File: src/source/vec_fifo.sv
`timescale 1ns/1ns

module vec_fifo #(
    parameter type payload_t = logic [31:0],
    parameter int  DEPTH     = 16
) (
    input  logic     clock,
    input  logic     reset,
    input  logic     wr_en,
    input  payload_t din,
    output logic     full,
    input  logic     rd_en,
    output payload_t dout,
    output logic     empty
);

    localparam int AW = (DEPTH > 1) ? $clog2(DEPTH) : 1;

    payload_t        mem [DEPTH];
    logic [AW-1:0]   wr_ptr;
    logic [AW-1:0]   rd_ptr;
    logic [AW:0]     count;
    logic            do_wr;
    logic            do_rd;

    // a write while full or a read while empty is dropped.
    assign do_wr = wr_en && !full;
    assign do_rd = rd_en && !empty;

    assign full  = (count == (AW+1)'(DEPTH));
    assign empty = (count == '0);

    // first word falls through.
    assign dout = mem[rd_ptr];

    //////////////////////////////////////////////////////////////////////
    // pointers and occupancy
    //////////////////////////////////////////////////////////////////////

    always_ff @(posedge clock or posedge reset) begin
        if (reset) begin
            wr_ptr <= '0;
            rd_ptr <= '0;
            count  <= '0;
        end else begin
            if (do_wr) begin
                wr_ptr <= wr_ptr + 1'b1;
            end
            if (do_rd) begin
                rd_ptr <= rd_ptr + 1'b1;
            end
            // both at once keeps the count.
            case ({do_wr, do_rd})
                2'b10: count <= count + 1'b1;
                2'b01: count <= count - 1'b1;
                default: count <= count;
            endcase
        end
    end

    //////////////////////////////////////////////////////////////////////
    // storage
    //////////////////////////////////////////////////////////////////////

    always_ff @(posedge clock) begin
        if (do_wr) begin
            mem[wr_ptr] <= din;
        end
    end

endmodule

File: config.mk
export PLATFORM = sky130hd
export DESIGN_NAME = vec_fifo
export DESIGN_NICKNAME = d
export VERILOG_FILES = /design/src/source/vec_fifo.sv
export SDC_FILE = /design/constraint.sdc
export NUM_CORES = 1
export LEC_CHECK = 0
export BUFFER_PORTS_ARGS = -buffer_cell sky130_fd_sc_hd__buf_2
export CAP_MARGIN = 5
export CORE_MARGIN = 3
export CORE_UTILIZATION = 55
export CTS_CLUSTER_DIAMETER = 120
export DETAILED_ROUTE_END_ITERATION = 6
export GPL_ROUTABILITY_DRIVEN = 1
export PLACE_DENSITY = 0.72
export SLEW_MARGIN = 20
export SYNTH_ARGS = -nofsm -noshare
export SYNTH_HDL_FRONTEND = slang
export SYNTH_SLANG_ARGS = --single-unit
export TNS_END_PERCENT = 5
File: constraint.sdc
create_clock -name clock -period 3.55 [get_ports clock]
set_clock_uncertainty 0.1 [all_clocks]
set_input_delay 0.355 -clock clock [delete_from_list [all_inputs] [get_ports clock]]
set_output_delay 0.355 -clock clock [all_outputs]
set_load 0.02 [all_outputs]
Word-level counts from Yosys, hierarchy flattened
Memories as Yosys holds them, arrays and structs flattened. Index checks and enable logic that the tools add are counted. W data, S select, Z words.

Register bits: 13. Latch bits: 0. Bits in writable memories: 512. ROM bits: 0. Input port bits: 36. Logic and storage cells: 20. Memories: 1.

Add/sub/neg operators: 4. Multiply operators: 0. Divide/modulo/power cells: 0. $lt $le $gt $ge: 0. Eq/ne operators: 3. Shift-type cells: 0. Multiplexer cells: 3. Bitwise logic cells: 0. Reduce and logical (&&, ||, !) cells: 6.

Memory list: mem (depth 16, bits a word 32, rd ports 1, clocked after Yosys merged registers in 0, wr ports 1, RTL line 19) `payload_t mem [DEPTH];`.

Operators with widths (count): $pmux W5 S2 (1); $add A4 B1 Y4 const B (2); $add A5 B1 Y5 const B (1); $eq A5 B5 Y1 const B (1); $logic_not A5 Y1 (1); $sub A5 B1 Y5 const B (1); $eq A2 B1 Y1 const B (1); $eq A2 B2 Y1 const B (1); $logic_and A1 B1 Y1 (2); $logic_not A1 Y1 (2); $mux W1 (2); $reduce_bool A2 Y1 (1).

Logic depth before layout (Yosys ltp)
Word-level depth: 5. Mapped depth: 13.

Worst setup path after synthesis
Ideal clock, no wire load.

Kind: flip-flop to flip-flop. From: register count[0]. To: memory mem[3][0] (netlist name), enable pin. Library setup time: 0.461 ns. Arrival: 3.142 ns. Setup slack: -0.153 ns. Stages on the path, launching flop included: 7. Buffers on the path: 1. Period minus slack after synthesis: 3.703 ns. Cell sequence: dfrtp_1 nor4_1 nand2_1 and2_1 buf_2 nand2_1 nor3_1.

Cells in the longest elaborated chain, start to end: 5.

RTL lines: from (decl) (RTL line 22) `logic [AW:0] count;`; from (signal assigned) (RTL line 54) `2'b10: count <= count + 1'b1;`; from (signal assigned) (RTL line 55) `2'b01: count <= count - 1'b1;`; from (signal assigned) (RTL line 56) `default: count <= count;`; $eq A5 B5 Y1 (RTL line 30) `assign full = (count == (AW+1)'(DEPTH));`; $logic_not A1 Y1 (RTL line 27) `assign do_wr = wr_en && !full;`; $logic_and A1 B1 Y1 (RTL line 27); $mux W1 (RTL line 66) `if (do_wr) begin`; $mux W1 (not written as such) (RTL line 67) `mem[wr_ptr] <= din;`; to (decl) (RTL line 19).

Every way passes these cells.

==> results.txt <==
Core area - 0.0361 mm2
Starting Density - 56.6%
Top_reg_cell synth - edfxtp_1
First-pass GRT wire length - 62800 um
Seq/Total Area, Yosys - 76.9%
Worst-Margin Slew - 1070 ps
Layout area overhead - 13.5%
Synth Area in Compound Gates - 4.89%
Port Buffers - 69
CTS hold repair buffers - 1
Synthesized area - 0.0204 mm2
CTS tree - built
Most frequent cell after synthesis - edfxtp_1
Post-DP HPWL - 22700 um
Die Y - 199 um
# setup viols final - 0
CP Capture Type - output port
Period minus WS final - 3380 ps
Yosys warning count - 0
Post-Synth Simple-Gate Area - 1.49%
RSZ-0062 raised after global routing - false
Synth Register Bits - 525
Critical Path RT - 3090 ps
Critical path launch point type - flop
Mapped Cells - 1013
Synth area leaders - edfxtp_1, mux4_2, mux2i_1, a221oi_1, dfrtp_1
Adder-Cell Fraction of Synth Area - 0.649%
Slew Viols, Final - 0
Fin. Hold Viols - 0
Post-CTS Setup Inserts - 0
Post-synth cell types - 33
Share of post-route cells with drive strength above 1 - 21.8%
Max-cap viol count - 0
Sequential Power Share - 41.0%
Area of the multi-input gates - 0.00441 mm2
Switching power - 6.13 mW
Initial antenna violation count - 2
Setup CP Type - flop to output port
CTS buffer count - 51
Sw Share - 32.2%
Clock sink count - 525
Die area - 0.0395 mm2
Worst-Skew Late Latency - 560 ps
Cell row count - 69
Fmax - 296 MHz
Number of synthesized flops with an enable pin - 512
I/O Pins - 70
Tcrit/Tclk final - 95.1%
Placed inst area - 0.0215 mm2
Internal power - 12.9 mW
Chip width - 199 um
Crit path arrival time - 2920 ps
Vias in the first global route - 10100
Worst Hold Class - input port to flop
Async set-reset flop share out of synthesis - 2.48%
Vias/cell - 6.26
Count of cells resized by post-cts repair - 0
Pre-CTS worst setup slack - 549 ps
Proportion of synthesized area in mux cells - 13.5%
Final WS setup - 174 ps
Largest family of logic cells by synthesized area - multiplexers
Total Routing Usage GR - 21.6%
Yosys top cell area share - 75.3%
Cell taking the most area after synthesis - edfxtp_1
Post-synth top cells - edfxtp_1, mux2i_1, a221oi_1, mux4_2, nand2_1
Leakage - 7.85 nW
Syn Area/Cell - 20.2 um2
Hold Crit Depth - 1
Final ANT Viol Nets - 0
Final nets - 1161
Design Power - 19.1 mW
Iter 0 DRT Violations - 930
Synth Area in XOR/XNOR - 0.429%
Largest net degree at the start of global routing - 65
Worst-path clk slew - 60 ps
Clk buf depth - 3
Via count - 10100
DRT Pass-1 Iters - 6
Total grt overflow - 0
DRC Markers - 0
Status - finished clean
Drt total wl - 41500 um
Finished layout cell area - 0.0232 mm2
Peak supply drop - 597 uV
Comb power frac - 31.4%
PwrDens - 822 mW/mm2
Max H-tree Level - 2
RD Place Congestion - 0.739
Clock power share - 27.7%
Drt wl/cell - 25.7 um
Clk root buf - clkbuf_16
Filler cell count - 2391
R2R depth - 12
Relative slew slack - 28.5%
Net Count, Synth - 1059
CP Max Fanout - 28
Reg area - 0.0157 mm2
cell families (layout without fill, tap and decap cells):
kind of cell    after synthesis  in the layout
other cells                   0              2
xor+xnor                     10             10
mux                         194            194
flops                       525            525
compound gates              135            135
buf+inv                      68            209
fa+ha+maj                    10             10
simple gates                 71             71
final cells by class:
cell class / instances / area share (%)
sequential: 525 / 67.8
multi-input combinational: 420 / 19.0
clock buffer: 63 / 5.79
timing repair buffer: 107 / 3.49
tap: 461 / 2.49
clock inverter: 29 / 1.27
inverter: 10 / 0.162
antenna: 2 / 0.0216
power by group through the flow:
| stage | logic (mW) | clock network, mW | registers, mW |
|---|---|---|---|
| 2_1_floorplan | 4.38 | 0 | 7.76 |
| 4_1_cts | 6.05 | 5.36 | 7.81 |
| 6_report | 5.98 | 5.27 | 7.80 |
| 5_1_grt | 6.46 | 5.63 | 7.86 |
| 3_5_place_dp | 6.02 | 0 | 7.94 |
| 3_3_place_gp | 5.95 | 0 | 7.91 |
path summary, 6_finish.rpt:
kind,startpoint,to,slack (ps)
max,rd_ptr[1],dout[4],170
min,din[27],mem[8][27],40
max reg2reg,count[0],count[4],520
min reg2reg,count[4],count[4],410
max in group asynchronous,reset,rd_ptr[0],2590
min in group asynchronous,reset,count[2],320
metrics by stage:
stage / std cells / hold WS (ps) / utilization, % / setup TNS (ps)
after floorplan: 1013 / 132 / - / -11440
after global placement: 1522 / 358 / 59.7 / 0
after detailed placement: 1522 / 349 / 59.7 / 0
after CTS: 1615 / 20.5 / 64.2 / 0
after global routing: 1615 / 45.0 / 64.2 / 0
final: 1617 / 44.7 / 64.2 / 0
layout by cell type, fill, tap and decap left out, types with 2 or more instances in the layout:
cell       instances
clkinv_1          16
diode_2            2
nor2b_1            2
nand3_1            2
a22oi_1           32
mux4_1             4
ha_1               9
buf_12            14
mux4_2            60
edfxtp_1         512
nor2_4            12
nand2b_1           2
clkinv_2           4
clkbuf_16         52
inv_1             10
xnor2_1            7
dfrtp_4            2
a21oi_1            2
nor3_2             3
buf_4             23
nand2_1           42
o21ai_0           36
clkbuf_1          11
xor2_1             3
buf_2             69
bufinv_16          6
a221oi_1          64
dfrtp_1           11
mux2i_1          129
critical path: stages (launching register included):
cell	delay, ps
dfrtp_4	670
nor2b_4	490
buf_4	450
a221oi_1	170
o21ai_0	230
nand2_1	130
buf_2	180
sequential cells by signal, indices dropped and copies added, names as in the netlist:
signal / flops
count: 5
mem: 512
rd_ptr: 4
wr_ptr: 4
layer usage:
| layer | track usage (%) | vias to the layer above | routed length (um) |
|---|---|---|---|
| li1 | - | 4413 | - |
| met5 | 0 | - | 21 |
| met4 | 6.06 | 4 | 917 |
| met3 | 3.61 | 68 | 2890 |
| met1 | 30.9 | 5250 | 17300 |
| met2 | 35.1 | 384 | 20400 |
(Power assumes the default switching activity.)
