$ cat config.mk
export PLATFORM = sky130hd
export DESIGN_NAME = vec_sub_stage
export DESIGN_NICKNAME = d
export VERILOG_FILES = /design/src/source/vec_pkg.sv /design/src/source/vec_sub_stage.sv
export SDC_FILE = /design/constraint.sdc
export NUM_CORES = 1
export LEC_CHECK = 0
export BUFFER_PORTS_ARGS = -buffer_cell sky130_fd_sc_hd__buf_2
export CORE_UTILIZATION = 51
export DETAILED_ROUTE_END_ITERATION = 7
export GPL_TIMING_DRIVEN = 0
export PLACE_DENSITY = 0.84
export SLEW_MARGIN = 10
export SYNTH_ARGS = -nofsm -noshare
export SYNTH_HDL_FRONTEND = slang
export SYNTH_SLANG_ARGS = --single-unit
$ cat constraint.sdc
create_clock -name clock -period 3.8 [get_ports clock]
set_input_delay 0.19 -clock clock [delete_from_list [all_inputs] [get_ports clock]]
set_output_delay 0.19 -clock clock [all_outputs]
set_load 0.05 [all_outputs]
$ cat src/source/vec_pkg.sv
package vec_pkg;

    //////////////////////////////////////////////////////////////////////
    // widths and sizes
    //////////////////////////////////////////////////////////////////////

    // bits in one vector component.
    localparam int COORD_W = 32;

    // bits in the squared length.
    localparam int NORM2_W = 64;

    // components per vector.
    localparam int VEC_LEN = 3;

    // depth of every queue in the chain, a power of two.
    localparam int FIFO_DEPTH = 16;

    //////////////////////////////////////////////////////////////////////
    // payload types
    //////////////////////////////////////////////////////////////////////

    // one signed component.
    typedef logic signed [COORD_W-1:0] coord_t;

    // three components, index 0 in the low bits.
    typedef coord_t [VEC_LEN-1:0] vec_t;

    // squared length, wraps at 64 bits.
    typedef logic signed [NORM2_W-1:0] norm2_t;

    // input queue entry.
    typedef struct packed {
        vec_t x;
        vec_t y;
    } vec_pair_t;

    // output queue entry.
    typedef struct packed {
        vec_t   diff;
        norm2_t norm2;
    } vec_result_t;

endpackage

$ cat src/source/vec_sub_stage.sv
`timescale 1ns/1ns

module vec_sub_stage (
    input  logic          clock,
    input  logic          reset,
    input  vec_pkg::vec_t x,
    input  vec_pkg::vec_t y,
    input  logic          in_empty,
    output logic          in_rd_en,
    output vec_pkg::vec_t out,
    input  logic          out_full,
    output logic          out_wr_en
);

    import vec_pkg::*;

    typedef enum logic {
        IDLE,
        WRITE
    } state_t;

    state_t state;
    state_t next_state;
    vec_t   out_c;

    always_ff @(posedge clock or posedge reset) begin
        if (reset) begin
            state <= IDLE;
            out   <= '0;
        end else begin
            state <= next_state;
            out   <= out_c;
        end
    end

    // pop one pair, hold the difference until the middle queue takes it.
    always_comb begin
        out_c      = out;
        next_state = state;
        in_rd_en   = 1'b0;
        out_wr_en  = 1'b0;

        case (state)
            IDLE: begin
                if (!in_empty) begin
                    // wraps at 32 bits.
                    for (int i = 0; i < VEC_LEN; i++) begin
                        out_c[i] = x[i] - y[i];
                    end
                    in_rd_en   = 1'b1;
                    next_state = WRITE;
                end
            end

            WRITE: begin
                if (!out_full) begin
                    out_wr_en  = 1'b1;
                    next_state = IDLE;
                end
            end

            default: begin
                next_state = IDLE;
            end
        endcase
    end

endmodule

# Yosys cells after proc, flatten, opt, wreduce, memory -nomap -nowiden
# Index checks and enable logic that the tools add are counted.
# W data, S select, Z words.
[totals]
register_bits = 97
out_inout_bits = 98
elab_cells = 16
[op_classes]
n_addsub = 3
muxes = 6
bitwise_logic = 2
reduce_logical = 1
[op_table]
columns = ["op", "count"]
rows = [
  ["$sub A32 B32 Y32", 3],
  ["$mux W1", 5],
  ["$not A1 Y1", 2],
  ["$pmux W1 S2", 1],
  ["$reduce_and A2 Y1", 1],
]

# Depth between registers and ports, before layout
# Gate-level depths: netlist of run 1.
[logic_depth]
depth_word = 2
mapped_depth = 13

# Worst setup path after synthesis of run 1
# Ideal clock, no wire load.
[synth_path]
kind = "input to register"
start = "in x[0] in the netlist's numbering"
end = "reg out[30] in the netlist's numbering"
setup_ps = 122
arrival_time_ps = 2607
required_ps = 3678
setup_slack_ps = 1071
stages = 13
n_path_buf = 0
path_cell_list = "inv_1 > ha_1 > fa_1 > nor2b_1 > o21ai_1 > a21boi_1 > o21ai_1 > nor4_1 > o2111ai_1 > a31o_2 > o31ai_1 > mux2i_1 > nand2_1"
[synth_between]
elab_chain_cells = 1
[synth_lines]
columns = ["item", "line", "source"]
rows = [
  ["from (decl)", "vec_sub_stage.sv:6", "input vec_pkg::vec_t x,"],
  ["$sub A32 B32 Y32", "vec_sub_stage.sv:48", "out_c[i] = x[i] - y[i];"],
  ["to (signal assigned)", "vec_sub_stage.sv:32", "out <= out_c;"],
  ["to (decl)", "vec_sub_stage.sv:10", "output vec_pkg::vec_t out,"],
]
# No other way between the ends.
# A chain may end at the register's enable or synchronous reset.

# Worst setup path after layout of run 1
[layout_path]
start = "in y[0] in the netlist's numbering"
end = "reg out[24] in the netlist's numbering"
[layout_between]
elab_chain_cells = 1
[layout_lines]
columns = ["item", "line", "source"]
rows = [
  ["from (decl)", "vec_sub_stage.sv:7", "input vec_pkg::vec_t y,"],
  ["$sub A32 B32 Y32", "vec_sub_stage.sv:48", ""],
]
# No other way between the ends.

==> results of run 1 <==
## registers in the layout (all words and copies together) (netlist names)
register and flops:
out 96, state 1
## synthesized netlist by cell type (8+ instances only)
| cell | instances | area (µm²) |
|---|---|---|
| o21ai_1 | 23 | 115.1 |
| nand2_1 | 147 | 551.8 |
| inv_1 | 112 | 420.4 |
| nand3_1 | 22 | 110.1 |
| a31oi_1 | 11 | 68.82 |
| nor2b_1 | 13 | 81.33 |
| a21oi_1 | 83 | 415.4 |
| xnor2_1 | 38 | 332.8 |
| nor2_1 | 28 | 105.1 |
| o21ai_0 | 111 | 555.5 |
| clkbuf_1 | 24 | 90.09 |
| o21bai_1 | 8 | 60.06 |
| dfrtp_1 | 97 | 2427 |
| o21a_1 | 10 | 75.07 |
| ha_1 | 93 | 1164 |
| nand2b_1 | 15 | 93.84 |
| xor2_1 | 40 | 350.3 |
| a21o_1 | 40 | 300.3 |
| and3_1 | 8 | 50.05 |
## repair_timing
action | CTS | global route
hold endpoints to repair | 41 | 0
hold buffers | 1 | 0
setup buffers | 0 | 0
## how the worst max path moves through the flow
stage | end | slack, ns | from
2_1_floorplan | out[30]$_DFFE_PP0P_ | 1.07 | x[0]
3_3_place_gp | out[84]$_DFFE_PP0P_ | -0.26 | reset
3_5_place_dp | out[24]$_DFFE_PP0P_ | 0.54 | y[0]
4_1_cts | out[24]$_DFFE_PP0P_ | 0.90 | y[0]
5_1_grt | out[24]$_DFFE_PP0P_ | 0.51 | x[0]
6_report | out[24]$_DFFE_PP0P_ | 0.82 | y[0]
## kinds of logic after synthesis
family          count (synthesis)  synth area share, %
compound gates                336                24.83
simple gates                  275                15.51
buf+inv                       138                6.302
flops                          97                29.46
fa+ha+maj                      96                14.85
xor+xnor                       78                8.292
mux                             6               0.7593
## final cells by class
class                           instances  area share, %
Antenna cell                            4        0.09729
Buffer                                 26         0.9607
Clock buffer                           10          2.225
Clock inverter                          5         0.3283
Inverter                              112          4.110
Multi-Input combinational cell        791          51.44
Sequential cell                        97          23.59
Tap cell                              216          2.627
Timing Repair Buffer                  295          14.62
## routing by layer
layer	track usage, %	vias up	wire, µm	part of all wire (%)
li1	-	4180	-	-
met1	33.96	3802	10180	44
met2	48.48	293	11030	47
met3	5.656	51	1409	6.0
met4	11.42	0	767	3.3
met5	0	-	0	0
## critical path, cell delays in order
cell and delay (ns):
buf_2 0.10, ha_1 0.23, fa_1 0.41, nor2b_1 0.13
o21ai_1 0.08, a21boi_1 0.24, o21ai_1 0.18, nor4_1 0.44
o2111ai_1 0.24, a211oi_1 0.44, a31oi_1 0.17, xor2_1 0.22
o21ai_0 0.12
## where the power goes
part / leakage, nW / switching [W] / internal [W] / total, W
clock: 0.124 / 0.000408 / 0.000440 / 0.000848
combinational: 4.27 / 0.00195 / 0.000759 / 0.00271
sequential: 1.19 / 0.000170 / 0.00133 / 0.00150
## layout by cell type, fill, tap and decap left out, drive strengths merged, types with 5 or more instances in the layout
cell type,Yosys,layout
xor2,40,40
and3,8,8
nor2b,13,13
o31ai,7,7
nor2,28,28
xnor2,38,38
o21a,11,11
o211ai,7,7
nand2b,15,15
dfrtp,97,97
nand2,148,148
a21oi,83,83
nand3,22,22
o21ai,135,135
inv,112,112
a31oi,11,11
clkbuf,24,34
nor3,7,7
a211oi,5,5
nand4,7,7
ha,93,93
buf,2,296
a21o,40,40
or3,5,5
o21bai,8,8
## through the flow
step	cells	worst slack, ns	hold slack [ns]
after global routing	1555	0.5114	0.09848
after CTS	1552	0.9008	0.05249
after floorplan	1026	1.071	0.3079
after detailed placement	1536	0.5445	0.3008
after global placement	1535	-0.2568	0.4125
final	1556	0.8209	0.06336
==> out/metrics.yaml, run 1 <==
yosys:
  syn_area_um2: 8239
  synth_area_per_cell_um2: 8.030
  synth-async-reset-ratio_pct: 100.0
  syn-num-nets: 1318
  ys_warn_count: 0
  seq_area_frac_synth_pct: 29.46
  synth_edf_count: 0
  ys_types: 67
  syn_inst: 1026
  synth_flop_cell: "dfrtp_1"
  synth_seq_cells: 97
die:
  rows: 46
  die-width_um: 129.1
  core_um2: 15830
  start_util_pct: 52.06
  die_area_um2: 16670
  pin_count: 294
  fp.dieH_um: 129.1
sta:
  finalClockSkew_ns: 0.008640
  worst_pin_slew_ns: 0.6966
  slew_headroom_pct: 53.56
  totalNegativeSetupSlack_ns: 0
  min_period_over_period_pct: 78.40
  setup_viol: 0
  drv_slew: 0
  timing.final.hold_violations: 0
  period_needed_ns: 2.979
  rsz0062_at_grt: "false"
  fmax_mhz: 335.7
final_layout:
  finish.utilization_pct: 65.00
  multiInputGateArea_um2: 5293
  areaGrowthSynthToFinish_pct: 24.87
  drive_above_1_share_pct: 24.70
  fillers: 1355
  fin_area_um2: 10290
  seq_area_um2: 2427
  fin_nets: 1624
global_route:
  grt_max_degree: 57
  grt_pass1_vias: 7749
  grtUsageTotal_pct: 28.00
  overflow: 0
  grt_pass1_wl_um: 36700
  antenna_found_initial: 4
clocking:
  post_cts_resized: 0
  clk_path_buf_depth: 2
  clock_sinks: 97
  cts_tree: "built"
  htreeDepth: 3
  cts_root_buffer: "clkbuf_16"
  worstSkewPairLatency_ns: 0.35
  cts_buffers: 9
  clkTransAtPathRegs_ns: 0.07
power_and_ir_drop:
  p_leak_nw: 5.583
  ir_drop_mv: 0.3278
  power.density_nw_per_um2: 492.1
  finalPower_w: 0.005063
placement:
  place_congestion: 0.9264
  post-dp-hpwl_um: 18850
  io_buffers: 293
  place_area_um2: 10010
routing:
  via_count: 8326
  wl_per_cell_um: 15.03
  routed_wl_um: 23390
  antenna_left: 0
  first_pass_iters: 4
  drc: 0
  via_per_inst: 5.351
  drtIter0Drc: 366
critical_path:
  r2r_slack_ns: 1.35
  worstSetupPathType: "primary input to register"
  rr_endpoint: "out[30]$_DFFE_PP0P_"
  required_ns: 4.01
  cp_max_fo: 3
  r2r.worst_path.cells: 7
  worstPathArrival_ns: 3.19
  r2r_start: "state$_DFF_PP0_"
  cp-end-kind: "register"
  cp-start-kind: "primary input"
hold_path:
  hold_path_depth: 3
  worstHoldEndpoint: "state$_DFF_PP0_"
  holdCritStartpoint: "out_full"
  hold_path.class: "primary input to register"
status:
  status: "completed"
run:
  maxCapViolations: 0
No activity file was read; power rests on OpenSTA's default activity.
==> inputs of run 2 (changes only) <==
Clock period 3.8 ns to 2.75 ns, I/O delays scaled along.
==> run 2 against run 1 <==
- cell count about the same
- global-route usage hardly changed
- clock power grew 39%
==> out/metrics.yaml, run 2 (synthesized netlist as in run 1, its figures left out) <==
die:
  die_area_um2: 16670  # unchanged
  start_util_pct: 52.06  # unchanged
  core_um2: 15830  # unchanged
  rows: 46  # unchanged
  pin_count: 294  # unchanged
  die-width_um: 129.1  # unchanged
  fp.dieH_um: 129.1  # unchanged
critical_path:
  crit_path_max_incr_delay_ns: 0.47  # +0.03 ns
  cp_max_fo: 3  # unchanged
  critical_path.startpoint: "x[32]"
  cp-start-kind: "primary input"
  cp_cell_sequence: "buf_2 > inv_1 > ha_1 > fa_2 > nor2b_2 > o2111ai_2 > a21oi_2 > o21ai_1 > a211oi_2 > nor2_1 > o311a_1 > or4b_1 > nand3_1"
  r2r_slack_ns: 0.30  # -1.05 ns
  worstPathArrival_ns: 2.90  # -0.29 ns
  crit_slowest_cell: "or4b_1"
  worstSetupPathType: "primary input to register"
  required_ns: 3.03  # -0.98 ns
  cp-end-kind: "register"
  r2r_start: "state$_DFF_PP0_"
  cp_top_family: "compound AO/OA/AOI/OAI gates"
  crit_buf_inv: 2  # +1
clocking:
  clk_path_buf_depth: 2  # unchanged
  cts_root_buffer: "clkbuf_16"
  cts_tree: "built"
  worstSkewPairLatency_ns: 0.35  # about the same
  cts_buffers: 9  # unchanged
  clock_sinks: 97  # unchanged
  htreeDepth: 3  # unchanged
  clkTransAtPathRegs_ns: 0.07  # about the same
placement:
  io_buffers: 293  # unchanged
  post-dp-hpwl_um: 18850  # unchanged
  place_congestion: 0.9264  # unchanged
  place_area_um2: 10010  # unchanged
sta:
  setup_viol: 0  # unchanged
  hold_ws_ns: 0.1008  # +0.03742 ns
  drv_slew: 0  # unchanged
  fmax_mhz: 382.2
  slew_headroom_pct: 53.90  # +0.34 points
  period_needed_ns: 2.617
  min_period_over_period_pct: 95.15
  worst_pin_slew_ns: 0.6914  # -0.005139 ns
  finalClockSkew_ns: 0.008200  # -0.0004394 ns
  timing.final.hold_violations: 0  # unchanged
routing:
  antenna_left: 0  # unchanged
  via_per_inst: 5.364  # +0.25%
  drc: 0  # unchanged
  routed_wl_um: 23670  # +1.2%
  via_count: 8352  # +0.31%
  wl_per_cell_um: 15.20  # +1.2%
  drtIter0Drc: 380  # +3.8%
  first_pass_iters: 4  # unchanged
global_route:
  grtUsageTotal_pct: 28.05  # +0.045 points
  antenna_found_initial: 4  # unchanged
  grt_max_degree: 57  # unchanged
  busiest_layer: "met2"
  grt_use_met2_pct: 48.61  # +0.13 points
  overflow: 0  # unchanged
  grt_util_met1_pct: 33.99  # about the same
  grt_pass1_wl_um: 36760  # +0.15%
  grt.met3_usage_pct: 5.656  # unchanged
  grt_pass1_vias: 7757  # +0.10%
hold_path:
  holdCritStartpoint: "y[64]"
  hold_path.class: "primary input to register"
final_layout:
  largest_register_ffs: 96  # unchanged
  top_register: "out"
  areaGrowthSynthToFinish_pct: 25.59
  fin_nets: 1625  # +0.062%
  layout_commonest_cell: "buf_2"
  drive_above_1_share_pct: 25.50  # +0.80 points
  final_cell_mix: "buf_2, nand2_1, inv_1, o21ai_0, dfrtp_1"
  largestRegisters: "out (96), state (1)"
  fin_area_um2: 10350  # +0.57%
  finish.utilization_pct: 65.38  # +0.37 points
power_and_ir_drop:
  ir_drop_mv: 0.4532  # +38%
  p_leak_nw: 5.596  # +0.23%
  power.density_nw_per_um2: 678.2  # +38%
status:
  status: "completed"
run:
  maxCapViolations: 0  # unchanged
## run 2: cell count changes in the layout (fill, tap and decap cells not counted), sizes merged
cell,delta
buf,+1
clkbuf,-1
dlygate4sd3,+1
## run 2: where the power goes
| group | leakage, nW | total, W | internal (W) | switching, W |
|---|---|---|---|---|
| Sequential | 1.19 | 0.00208 | 0.00184 | 0.000235 |
| Clock | 0.124 | 0.00118 | 0.000608 | 0.000568 |
| Combinational | 4.28 | 0.00377 | 0.00105 | 0.00271 |
## run 2: tightest hold or removal path: cells and delay by family
family / cells / cell delay, ns
AO/OA/AOI/OAI: 1 / 0.07
adder cells (fa/ha/maj): 1 / 0.11
buffers and inverters: 1 / 0.08
## run 2: final cells by class
type | count | area (µm²)
clock buffer | 10 | 229.0
timing repair buffer | 297 | 1521
inverter | 112 | 422.9
sequential | 97 | 2427
clock inverter | 5 | 33.78
antenna | 4 | 10.01
multi-input combinational | 791 | 5338
buffer | 25 | 95.09
fill | 1354 | 5480
tap | 216 | 270.3
## run 2: path summary, 6_finish.rpt
kind,end,cells past startpoint
min in group asynchronous,out[10]$_DFFE_PP0P_,3
worst min register to register,out[82]$_DFFE_PP0P_,2
max in group asynchronous,out[34]$_DFFE_PP0P_,4
worst max register to register,out[30]$_DFFE_PP0P_,7
worst max-delay path,out[62]$_DFFE_PP0P_,13
worst min-delay path,out[64]$_DFFE_PP0P_,3
## run 2: metal layers
layer,routed length [µm],vias to the layer above
li1,-,4178
met1,10200,3823
met2,11260,299
met3,1443,52
met4,769,0
met5,0,-
## run 2: through the flow
| step | total power, W | instances | setup TNS (ns) | setup slack, ns |
|---|---|---|---|---|
| after floorplan | 0.004843 | 1026 | 0 | 0.07365 |
| after global placement | 0.005775 | 1535 | -122.92 | -1.254 |
| after detailed placement | 0.005844 | 1536 | -2.571 | -0.4530 |
| after CTS | 0.007038 | 1553 | -0.01834 | -0.01834 |
| after global routing | 0.007435 | 1556 | -0.01273 | -0.01273 |
| final | 0.007017 | 1557 | 0 | 0.1335 |
## run 2: what timing repair did
action | CTS | global route
resized for setup | 1 | 9
pin swaps | 0 | 3
setup endpoints to repair | 2 | 8
hold buffers | 2 | 0
buffers inserted | 0 | 1
cloned | 0 | 0
hold endpoints to repair | 42 | 0
==> inputs of run 3 (changes only) <==
Settings changed: CELL_PAD_IN_SITES_DETAIL_PLACEMENT set to 1, CELL_PAD_IN_SITES_GLOBAL_PLACEMENT set to 1, CORE_UTILIZATION 51 to 37, GPL_TIMING_DRIVEN 0 to not set, PLACE_DENSITY 0.84 to 0.85.
==> run 3 against run 2 <==
- register-to-register slack gained 0.57 ns
- clock power grew 19%
- clock skew grew 0.0066 ns
- via count grew 2.6%
- sequential share of layout area shrank 0.59 points
- combinational power grew 3%
- critical path depth shrank 1
- global-route usage shrank 4.8 points
- critical endpoint unchanged
- largest power group unchanged
==> out/metrics.yaml, run 3 (synthesized netlist as in run 1, its figures left out) <==
critical_path:
  cp-start-kind: "primary input"
  required_ns: 3.03  # about the same
  cp_max_fo: 3  # unchanged
  worstPathArrival_ns: 2.88  # -0.02 ns
  r2r.worst_path.cells: 3  # -4
  worstSetupPathType: "primary input to register"
  cp-end-kind: "register"
hold_path:
  hold_path_depth: 3  # unchanged
  hold_path.class: "primary input to register"
clocking:
  clk_path_buf_depth: 2  # unchanged
  cts_root_buffer: "clkbuf_16"
  htreeDepth: 3  # unchanged
  cts_buffers: 9  # unchanged
  clkTransAtPathRegs_ns: 0.07  # about the same
  worstSkewPairLatency_ns: 0.35  # about the same
  clock_sinks: 97  # unchanged
  cts_tree: "built"
placement:
  place_congestion: 0.8815  # -4.8%
  dp_slack_ns: -0.3774  # +0.07562 ns
  io_buffers: 293  # unchanged
  placed_cells: 1610  # +4.8%
  post-dp-hpwl_um: 21430  # +14%
sta:
  min_period_over_period_pct: 94.59  # -0.55 points
  drv_slew: 0  # unchanged
  rsz0062_at_grt: "true"
  hold_ws_ns: 0.1463  # +0.04549 ns
  worst_slack_ns: 0.1487  # +0.01520 ns
  fmax_mhz: 384.4  # +0.58%
  period_needed_ns: 2.601  # -0.01520 ns
  setup_viol: 0  # unchanged
  finalClockSkew_ns: 0.01480  # +0.006597 ns
  worst_pin_slew_ns: 0.6129  # -0.07856 ns
  timing.final.hold_violations: 0  # unchanged
  slew_headroom_pct: 59.10  # +5.2 points
die:
  rows: 54  # +17%
  start_util_pct: 37.75  # -14 points
  fp.dieH_um: 151.2  # +17%
  die-width_um: 151.2  # +17%
  pin_count: 294  # unchanged
  core_um2: 21820  # +38%
  die_area_um2: 22870  # +37%
global_route:
  grt_max_degree: 109  # +91%
  grt.met3_usage_pct: 4.096  # -1.6 points
  grt_pass1_vias: 8914  # +15%
  overflow: 0  # unchanged
  grt_util_met1_pct: 27.12  # -6.9 points
  grt_pass1_wl_um: 42180  # +15%
  grtUsageTotal_pct: 23.20  # -4.8 points
  busiest_layer: "met2"
  grt_use_met2_pct: 41.85  # -6.8 points
  antenna_found_initial: 3  # -1
run:
  maxCapViolations: 0  # unchanged
routing:
  via_count: 8566  # +2.6%
  drtIter0Drc: 246  # -35%
  wl_per_cell_um: 16.20  # +6.5%
  routed_wl_um: 26400  # +12%
  first_pass_iters: 4  # unchanged
  via_per_inst: 5.255  # -2.0%
  drc: 0  # unchanged
  antenna_left: 0  # unchanged
final_layout:
  layout_commonest_cell: "buf_2"
  largest_register_ffs: 96  # unchanged
  finish.utilization_pct: 48.64  # -17 points
  drive_above_1_share_pct: 27.17  # +1.7 points
  final_cells: 1630  # +4.7%
  fin_nets: 1635  # +0.62%
  top_register: "out"
  areaGrowthSynthToFinish_pct: 28.84
  final_cell_mix: "buf_2, nand2_1, inv_1, o21ai_0, dfrtp_1"
  largestRegisters: "out (96), state (1)"
  fillers: 2821  # +110%
power_and_ir_drop:
  ir_drop_mv: 0.3198  # -29%
  p_leak_nw: 5.760  # +2.9%
  power.density_nw_per_um2: 691.4  # +2.0%
  finalPower_w: 0.007340  # +4.6%
status:
  status: "completed"
run 3: cell types whose count changed in the layout (fill, tap and decap cells not counted), moves of 2 or more:
cell        change
clkinvlp_4      -2
o2111ai_1       +2
bufinv_16       +2
o2111ai_2       -2
buf_4          +34
clkbuf_1       -22
buf_12          +2
run 3: worst max-delay path: stages:
cell and delay (ns):
buf_2 0.10, ha_1 0.21, fa_1 0.40, nor2b_1 0.16
o2111ai_1 0.16, a21oi_1 0.23, o21ai_1 0.19, a211oi_2 0.27
nor2_1 0.10, o311a_1 0.37, or4b_1 0.46, nand3_1 0.07
run 3: per-layer routing:
metal,part of all wire [%],wire (µm),vias to the layer above
li1,-,-,4197
met1,42,11140,4067
met2,50,13120,262
met3,5.6,1473,40
met4,2.5,669,0
met5,0,0,-
run 3: cell type report:
type	instances	area [µm²]	area share (%)
Sequential cell	97	2427	22.87
Multi-Input combinational cell	791	5306	49.99
Antenna cell	3	7.507	0.07072
Clock inverter	3	65.06	0.6129
Tap cell	280	350.3	3.300
Clock buffer	12	246.5	2.322
Inverter	112	422.9	3.984
Timing Repair Buffer	332	1789	16.86
run 3: where the power goes:
part | total (W) | internal, W | switching, W
Combinational | 0.00387 | 0.00110 | 0.00276
Clock | 0.00140 | 0.000819 | 0.000582
Sequential | 0.00207 | 0.00184 | 0.000233
run 3: per-stage QoR:
stage	TNS (ns)	instance area (µm²)
after floorplan	0	8239
after global placement	-0.8466	10260
after detailed placement	-2.000	10260
after CTS	0	10600
after global routing	-0.01151	10620
final	0	10620
run 3: timing repair:
action / in CTS / in global routing
pin swaps: 1 / 0
endpoints found under the hold margin: 14 / 0
setup endpoints to repair: 1 / 4
gates resized for setup: 0 / 2
hold buffers: 2 / 0
setup buffers: 0 / 0
run 3: worst paths after layout:
| kind | startpoint | end | slack [ns] |
|---|---|---|---|
| max in group asynchronous | reset | out[33]$_DFFE_PP0P_ | 1.72 |
| hold reg to reg | out[38]$_DFFE_PP0P_ | out[38]$_DFFE_PP0P_ | 0.47 |
| hold / removal | y[64] | out[64]$_DFFE_PP0P_ | 0.15 |
| min in group asynchronous | reset | out[23]$_DFFE_PP0P_ | 0.26 |
| setup reg to reg | state$_DFF_PP0_ | out[3]$_DFFE_PP0P_ | 0.87 |
| setup / recovery | y[32] | out[62]$_DFFE_PP0P_ | 0.15 |
